[src/hw/bcd_pkg.sv]
`default_nettype none

package bcd_pkg;

	// conversion widths
	localparam int bin_bits = 8;
	localparam int bcd_digits = 3;
	localparam int bcd_bits = 4 * bcd_digits;

	// index counters inside the converter
	localparam int bit_idx_bits = $clog2(bin_bits);
	localparam int digit_idx_bits = $clog2(bcd_digits);

	// display scan rate, cycles per digit
	localparam int scan_div = 4;
	localparam int scan_cnt_bits = $clog2(scan_div);

	// digit 0 sits in the low nibble
	typedef union packed {
		logic [bcd_bits-1:0] flat;
		logic [bcd_digits-1:0][3:0] digit;
	} bcd_word_t;

	// segments active high, bit order g f e d c b a
	localparam logic [9:0][6:0] seg_pattern = {
		7'h6F, 7'h7F, 7'h07, 7'h7D, 7'h6D, 7'h66, 7'h4F, 7'h5B, 7'h06, 7'h3F
	};

endpackage

`default_nettype wire

[src/hw/apb_map_pkg.sv]
`default_nettype none

package apb_map_pkg;

	localparam int apb_addr_bits = 4;
	localparam int apb_data_bits = 32;

	// register offsets
	localparam logic [apb_addr_bits-1:0] reg_number = 4'h0;
	localparam logic [apb_addr_bits-1:0] reg_ctrl = 4'h4;
	localparam logic [apb_addr_bits-1:0] reg_status = 4'h8;
	localparam logic [apb_addr_bits-1:0] reg_result = 4'hC;

	// bit positions
	localparam int ctrl_start_bit = 0;
	localparam int status_done_bit = 0;

endpackage

`default_nettype wire

[src/hw/bcd_converter.sv]
`timescale 1ns/10ps
`default_nettype none

// double dabble, one digit checked per add cycle
module bcd_converter
	import bcd_pkg::*;
(
	input wire logic in_clk,
	input wire logic in_rst,
	input wire logic start,
	input wire logic [bin_bits-1:0] number,
	output bcd_word_t bcd,
	output logic finished
);

	typedef enum logic [2:0] {
		st_idle,
		st_load,
		st_shift,
		st_add,
		st_next
	} state_t;

	state_t state, state_next;
	bcd_word_t bcd_next;
	logic [bit_idx_bits-1:0] bit_idx, bit_idx_next;
	logic [digit_idx_bits-1:0] digit_idx, digit_idx_next;

	assign finished = (state == st_idle);

	always_ff @(posedge in_clk, posedge in_rst) begin
		if (in_rst) begin
			state <= st_idle;
			bcd <= '0;
			bit_idx <= bit_idx_bits'(bin_bits - 1);
			digit_idx <= digit_idx_bits'(bcd_digits - 1);
		end else begin
			state <= state_next;
			bcd <= bcd_next;
			bit_idx <= bit_idx_next;
			digit_idx <= digit_idx_next;
		end
	end

	always_comb begin
		state_next = state;
		bcd_next = bcd;
		bit_idx_next = bit_idx;
		digit_idx_next = digit_idx;

		unique case (state)
			st_idle: begin
				if (start)
					state_next = st_load;
			end
			st_load: begin
				bcd_next = '0;
				bit_idx_next = bit_idx_bits'(bin_bits - 1);
				digit_idx_next = digit_idx_bits'(bcd_digits - 1);
				state_next = st_shift;
			end
			st_shift: begin
				// msb of the number enters at the bottom
				bcd_next.flat = {bcd.flat[bcd_bits-2:0], number[bit_idx]};
				if (bit_idx != '0)
					state_next = st_add;
				else
					state_next = st_idle;
			end
			st_add: begin
				// digit of 5 or more would overflow on the next shift
				if (bcd.digit[digit_idx] >= 4'd5)
					bcd_next.digit[digit_idx] = bcd.digit[digit_idx] + 4'd3;
				if (digit_idx != '0) begin
					digit_idx_next = digit_idx - 1'b1;
				end else begin
					digit_idx_next = digit_idx_bits'(bcd_digits - 1);
					state_next = st_next;
				end
			end
			st_next: begin
				bit_idx_next = bit_idx - 1'b1;
				state_next = st_shift;
			end
			default: state_next = st_idle;
		endcase
	end

	function automatic logic digits_ok(bcd_word_t w);
		logic ok;
		ok = 1'b1;
		for (int i = 0; i < bcd_digits; i++) begin
			if (w.digit[i] > 4'd9)
				ok = 1'b0;
		end
		return ok;
	endfunction

	// result is proper bcd once idle
	a_digits_valid: assert property (@(posedge in_clk) disable iff (in_rst)
		finished |-> digits_ok(bcd));

	a_start_busy: assert property (@(posedge in_clk) disable iff (in_rst)
		(start && state == st_idle) |=> !finished);

endmodule

`default_nettype wire

[src/hw/bcd_apb_regs.sv]
`timescale 1ns/10ps
`default_nettype none

module bcd_apb_regs
	import bcd_pkg::*;
	import apb_map_pkg::*;
(
	input wire logic in_clk,
	input wire logic in_rst,
	input wire logic [apb_addr_bits-1:0] paddr,
	input wire logic psel,
	input wire logic penable,
	input wire logic pwrite,
	input wire logic [apb_data_bits-1:0] pwdata,
	output logic [apb_data_bits-1:0] prdata,
	output logic pready,
	output logic pslverr,
	output logic [bin_bits-1:0] number,
	output logic start,
	input wire bcd_word_t bcd,
	input wire logic finished
);

	logic is_number;
	logic is_ctrl;
	logic is_status;
	logic is_result;
	logic access;
	logic complete;
	logic addr_err;
	logic wr_busy;

	// address decode
	assign is_number = (paddr == reg_number);
	assign is_ctrl = (paddr == reg_ctrl);
	assign is_status = (paddr == reg_status);
	assign is_result = (paddr == reg_result);

	// unmapped offset, or a write to a read-only register
	assign addr_err = !(is_number || is_ctrl || is_status || is_result)
		|| (pwrite && (is_status || is_result));

	// number and ctrl writes stall until the converter is idle
	assign wr_busy = pwrite && (is_number || is_ctrl) && !finished;

	assign access = psel && penable;
	assign pready = !(access && wr_busy);
	assign pslverr = access && addr_err;
	assign complete = access && pready;

	// one cycle pulse, converter is idle whenever this fires
	assign start = complete && pwrite && is_ctrl && pwdata[ctrl_start_bit];

	always_ff @(posedge in_clk, posedge in_rst) begin
		if (in_rst) begin
			number <= '0;
		end else if (complete && pwrite && is_number) begin
			number <= pwdata[bin_bits-1:0];
		end
	end

	// read mux
	always_comb begin
		prdata = '0;
		if (psel && !pwrite) begin
			case (paddr)
				reg_number: prdata[bin_bits-1:0] = number;
				reg_status: prdata[status_done_bit] = finished;
				reg_result: prdata[bcd_bits-1:0] = bcd.flat;
				default: prdata = '0;
			endcase
		end
	end

	a_penable_needs_psel: assert property (@(posedge in_clk) disable iff (in_rst)
		penable |-> psel);

endmodule

`default_nettype wire

[src/hw/seg_display_scan.sv]
`timescale 1ns/10ps
`default_nettype none

module seg_display_scan
	import bcd_pkg::*;
(
	input wire logic in_clk,
	input wire logic in_rst,
	input wire bcd_word_t bcd,
	output logic [6:0] seg,
	output logic [bcd_digits-1:0] digit_sel
);

	logic [scan_cnt_bits-1:0] div_cnt;
	logic step;
	logic [bcd_digits-1:0] sel_next;
	logic [3:0] cur_digit;

	assign step = (div_cnt == scan_cnt_bits'(scan_div - 1));

	// rotate ones, tens, hundreds
	assign sel_next = step ? {digit_sel[bcd_digits-2:0], digit_sel[bcd_digits-1]} : digit_sel;

	// digit for the select that becomes active next
	always_comb begin
		cur_digit = bcd.digit[0];
		for (int i = 1; i < bcd_digits; i++) begin
			if (sel_next[i])
				cur_digit = bcd.digit[i];
		end
	end

	// blank for mid-conversion values above 9
	function automatic logic [6:0] seg_of(logic [3:0] d);
		if (d <= 4'd9)
			return seg_pattern[d];
		return 7'h00;
	endfunction

	always_ff @(posedge in_clk, posedge in_rst) begin
		if (in_rst) begin
			div_cnt <= '0;
			digit_sel <= bcd_digits'(1);
			seg <= seg_pattern[0];
		end else begin
			div_cnt <= step ? '0 : div_cnt + 1'b1;
			digit_sel <= sel_next;
			seg <= seg_of(cur_digit);
		end
	end

	a_sel_onehot: assert property (@(posedge in_clk) disable iff (in_rst)
		$onehot(digit_sel));

endmodule

`default_nettype wire

[src/hw/bcd_display_top.sv]
`timescale 1ns/10ps
`default_nettype none

module bcd_display_top
	import bcd_pkg::*;
	import apb_map_pkg::*;
(
	input wire logic in_clk,
	input wire logic in_rst,
	input wire logic [apb_addr_bits-1:0] paddr,
	input wire logic psel,
	input wire logic penable,
	input wire logic pwrite,
	input wire logic [apb_data_bits-1:0] pwdata,
	output logic [apb_data_bits-1:0] prdata,
	output logic pready,
	output logic pslverr,
	output logic [6:0] seg,
	output logic [bcd_digits-1:0] digit_sel
);

	logic [bin_bits-1:0] number;
	logic start;
	logic finished;
	bcd_word_t bcd;

	bcd_apb_regs i_regs (
		.in_clk(in_clk),
		.in_rst(in_rst),
		.paddr(paddr),
		.psel(psel),
		.penable(penable),
		.pwrite(pwrite),
		.pwdata(pwdata),
		.prdata(prdata),
		.pready(pready),
		.pslverr(pslverr),
		.number(number),
		.start(start),
		.bcd(bcd),
		.finished(finished)
	);

	bcd_converter i_converter (
		.in_clk(in_clk),
		.in_rst(in_rst),
		.start(start),
		.number(number),
		.bcd(bcd),
		.finished(finished)
	);

	seg_display_scan i_scan (
		.in_clk(in_clk),
		.in_rst(in_rst),
		.bcd(bcd),
		.seg(seg),
		.digit_sel(digit_sel)
	);

endmodule

`default_nettype wire

[config.mk]
export PLATFORM = sky130hd
export DESIGN_NAME = bcd_display_top
export DESIGN_NICKNAME = d
export VERILOG_FILES = /design/src/hw/bcd_pkg.sv /design/src/hw/apb_map_pkg.sv /design/src/hw/bcd_converter.sv /design/src/hw/bcd_apb_regs.sv /design/src/hw/seg_display_scan.sv /design/src/hw/bcd_display_top.sv
export SDC_FILE = /design/constraint.sdc
export NUM_CORES = 1
export LEC_CHECK = 0
export BUFFER_PORTS_ARGS = -buffer_cell sky130_fd_sc_hd__buf_4
export CORE_MARGIN = 1.5
export CORE_UTILIZATION = 50
export DETAILED_ROUTE_END_ITERATION = 10
export PLACE_DENSITY_LB_ADDON = 0.3
export SLEW_MARGIN = 20
export SYNTH_ARGS = -nofsm -noshare
export SYNTH_HDL_FRONTEND = slang
export SYNTH_SLANG_ARGS = --single-unit
[constraint.sdc]
create_clock -name in_clk -period 3.22 [get_ports in_clk]
set_clock_uncertainty 0.1 [all_clocks]
set_input_delay 0.322 -clock in_clk [delete_from_list [all_inputs] [get_ports in_clk]]
set_output_delay 0.322 -clock in_clk [all_outputs]
set_load 0.05 [all_outputs]
==> run metrics <==
Max Fanout on Critical Path=12; Setup TNS Final=0 ns; Worst Setup End Kind=register; area taken by flip-flops and latches=1010 µm²; critical path required time=3.35 ns; number of instances in the synthesized netlist=314; Worst Path Class, Setup=reg2reg; number of maximum-capacitance violations=0; worst reg2reg path startpoint=i_converter.digit_idx[1]; source-to-sink clock delay at the later pin of the worst-skew pair=0.30 ns; crit start category=register; sum of routed wire segments on met1=2.71 mm; count of fill cells added during filler insertion=487; sink count of the clock tree=40; global-route wire length before repair=between 9 and 10 mm; Yosys cell types=46; antenna-violating nets left=0; mean number of vias per cell=5.42; Site Rows=27; post-layout util=around three fifths; critical path launch point=i_converter.digit_idx[1]; part of the total power dissipated in sequential elements=54.1%; maximum clock frequency=0.332 GHz; via count of the first global-routing pass=between 2000 and 2500; outcome=completed; Yosys top cell by area=sky130_fd_sc_hd__dfrtp_1; GRT Resource Usage Total=between 20% and 30%; count of H-tree levels built during CTS=2; post-route fraction of the period consumed by the critical path=93.5%; number of CTS-inserted buffers=5; count leader, synth=sky130_fd_sc_hd__nor2_1; pin count of the biggest net entering global routing=41; DRT Wirelength=6.11 mm; Internal Power=0.689 mW; clock root buffer=sky130_fd_sc_hd__clkbuf_8; number of nets at the end of the flow=404; Longest Clk Path Bufs=2; FF+latch count, synth=40; final worst path period need=3.01 ns; dpl hpwl=4.50 mm; Via Count=between 2000 and 2500; portion of total power attributed to the clock network=about 34%; share of total power consumed by net switching=27.8%; width of the die=78.1 µm; max-slew violation count=0; YS warnings=0; RSZ-0062 raised after global routing=no; number of antenna violations at the first check in global routing=0; Die ar.=6110 µm²; met2 wirelength from detailed routing=2.98 mm; power density over the cells=300 nW/µm²; type of the tightest min-delay check=in2async; drt pass-1 iters=4; mean cell area of the mapped netlist=8.99 µm²; fraction of final layout cells sized beyond drive strength 1=23.4%; Area Overhead vs Synth=12.5%; final hold viol count=0; Resize count post-CTS=0; fraction of post-synthesis cell area in the top cell type by area=25.7%; clock-pin slew of the registers on the worst-case setup and hold paths=0.08 ns; gpl congestion=0.833; Static Leak=around 1.5 nW; share of flip-flops with an asynchronous set or reset after synthesis=100%; Final Setup Violations=0; transition at the pin with the smallest max-transition slack=between 0.7 and 0.8 ns; count of flip-flops with a built-in enable after synthesis=0; Post-CTS Repair Setup Buffers=0; global-route congestion overflow total=0; Peak VDD IR=0.000227 V; remaining max-slew budget at the tightest pin=roughly half; count of routing violations after the opening detailed-route iteration=between 100 and 150; TritonCTS clock tree=done; number of diodes=0; multi-input logic area=roughly 1600 µm²; post-synthesis sequential area ratio=35.9%; DR DRC count=0; switching component of the power=0.265 mW; data arrival time at the worst-slack endpoint=about 3.1 ns; combinational fraction of design power=a little under an eighth; wire length on met3=303 µm; synth top area cells=sky130_fd_sc_hd__dfrtp_1 26%, sky130_fd_sc_hd__dfstp_2 10%, sky130_fd_sc_hd__ha_1 5.8%; count of boundary I/O pins=85; # hold bufs at CTS=0; predominant post-synthesis flop cell=sky130_fd_sc_hd__dfrtp_1; Port Buffers=40; Die Height=78.1 µm; mean routed wirelength per cell=14.4 µm; top layer used by detailed routing=met4; area of the mapped netlist=2820 µm²; list of most frequent post-synthesis cells=33 x sky130_fd_sc_hd__nor2_1, 30 x sky130_fd_sc_hd__a21oi_1, 29 x sky130_fd_sc_hd__dfrtp_1; starting density of the core=51.6%; CORE AREA=5470 µm²
registers in the layout (all words and copies together), names as in the netlist:
register and flops:
i_converter.state 3, i_converter.bcd 12, i_scan.seg 7, i_converter.digit_idx 2, i_regs.number 8, i_scan.div_cnt 2
i_converter.bit_idx 3, i_scan.digit_sel 3
layout make-up:
type,instances,share of cell area [%]
clock buffers,7,2.40
clock inverters,1,0.158
inverters,18,2.13
multi-input cells,242,50.3
flip-flops and latches,40,32.0
well taps,72,2.84
repair buffers,43,10.2
cell usage in the layout (no fill, tap or decap), types with 2 or more instances in the layout:
cell,n
sky130_fd_sc_hd__buf_4,43
sky130_fd_sc_hd__nor2_1,33
sky130_fd_sc_hd__a21oi_1,30
sky130_fd_sc_hd__dfrtp_1,29
sky130_fd_sc_hd__nand2_1,25
sky130_fd_sc_hd__conb_1,20
sky130_fd_sc_hd__inv_1,17
sky130_fd_sc_hd__o21ai_0,13
sky130_fd_sc_hd__mux2i_1,13
sky130_fd_sc_hd__ha_1,13
sky130_fd_sc_hd__dfstp_2,11
sky130_fd_sc_hd__mux2_2,10
sky130_fd_sc_hd__nor2b_1,8
sky130_fd_sc_hd__a22oi_1,8
sky130_fd_sc_hd__nand2b_1,7
sky130_fd_sc_hd__a22o_1,6
sky130_fd_sc_hd__and2_1,6
sky130_fd_sc_hd__nor3_1,5
sky130_fd_sc_hd__clkbuf_8,5
sky130_fd_sc_hd__o2bb2ai_1,4
sky130_fd_sc_hd__nor4_1,3
sky130_fd_sc_hd__o22ai_1,3
sky130_fd_sc_hd__a311oi_1,3
sky130_fd_sc_hd__a211o_1,3
sky130_fd_sc_hd__nand3_1,2
sky130_fd_sc_hd__nand3b_1,2
sky130_fd_sc_hd__o21ai_2,2
sky130_fd_sc_hd__mux2i_2,2
sky130_fd_sc_hd__a31oi_1,2
sky130_fd_sc_hd__mux4_2,2
sky130_fd_sc_hd__a211oi_1,2
sky130_fd_sc_hd__xor2_1,2
sky130_fd_sc_hd__o31ai_1,2
sky130_fd_sc_hd__clkbuf_1,2
per-stage QoR:
step	instance area [µm²]	power, mW	worst slack (ns)	hold slack [ns]	instances
2_1_floorplan	2890	0.625	0.367	0.303	333
3_3_place_gp	3090	0.634	0.312	0.314	415
3_5_place_dp	3090	0.635	0.287	0.321	415
4_1_cts	3170	0.960	0.269	0.0713	423
5_1_grt	3170	0.984	0.0551	0.104	423
6_report	3170	0.954	0.209	0.0636	423
cells by family (layout without fill, tap and decap cells):
group           after synthesis  count (layout)  share of synthesized area (%)
fa+ha+maj                    13              13                           5.76
mux                          29              29                           12.5
compound gates               85              85                           19.8
xor+xnor                      2               2                          0.621
other cells                   1              20                          0.133
buf+inv                      51              69                           9.97
simple gates                 93              93                           15.2
flops                        40              40                           35.9
power by group through the flow:
stage / clock (mW) / combinational [mW] / sequential (mW)
2_1_floorplan: 0 / 0.102 / 0.523
3_3_place_gp: 0 / 0.109 / 0.525
3_5_place_dp: 0 / 0.110 / 0.525
4_1_cts: 0.334 / 0.111 / 0.516
5_1_grt: 0.350 / 0.118 / 0.517
6_report: 0.328 / 0.110 / 0.516
layer usage:
metal | up-vias | track usage (%)
met2 | 69 | 34.7
met5 | - | 0
met1 | 1078 | 27.3
met4 | 0 | 7.86
met3 | 11 | 2.91
li1 | 1135 | -
path summary, 6_finish.rpt:
check	to	slack [ns]	cells after the start
worst min-delay path	i_scan.seg[6]	0.06	3
worst max-delay path	i_converter.bcd[10]	0.21	9
min in group in_clk	i_regs.number[3]	0.16	2
worst max register to register	i_converter.bcd[10]	0.21	9
max in group asynchronous	i_converter.digit_idx[1]	2.58	3
worst min register to register	i_scan.div_cnt[0]	0.33	1
critical path: stages, from the launching register on:
cell	delay (ns)
sky130_fd_sc_hd__dfstp_2	0.68
sky130_fd_sc_hd__mux2i_1	0.22
sky130_fd_sc_hd__nor2_1	0.08
sky130_fd_sc_hd__a21oi_4	0.20
sky130_fd_sc_hd__ha_1	0.32
sky130_fd_sc_hd__nor2b_1	0.26
sky130_fd_sc_hd__o21bai_1	0.09
sky130_fd_sc_hd__a211o_1	0.40
sky130_fd_sc_hd__o21ai_2	0.40
sky130_fd_sc_hd__a221o_1	0.21
Note: power is estimated with default switching activity, not from simulation.
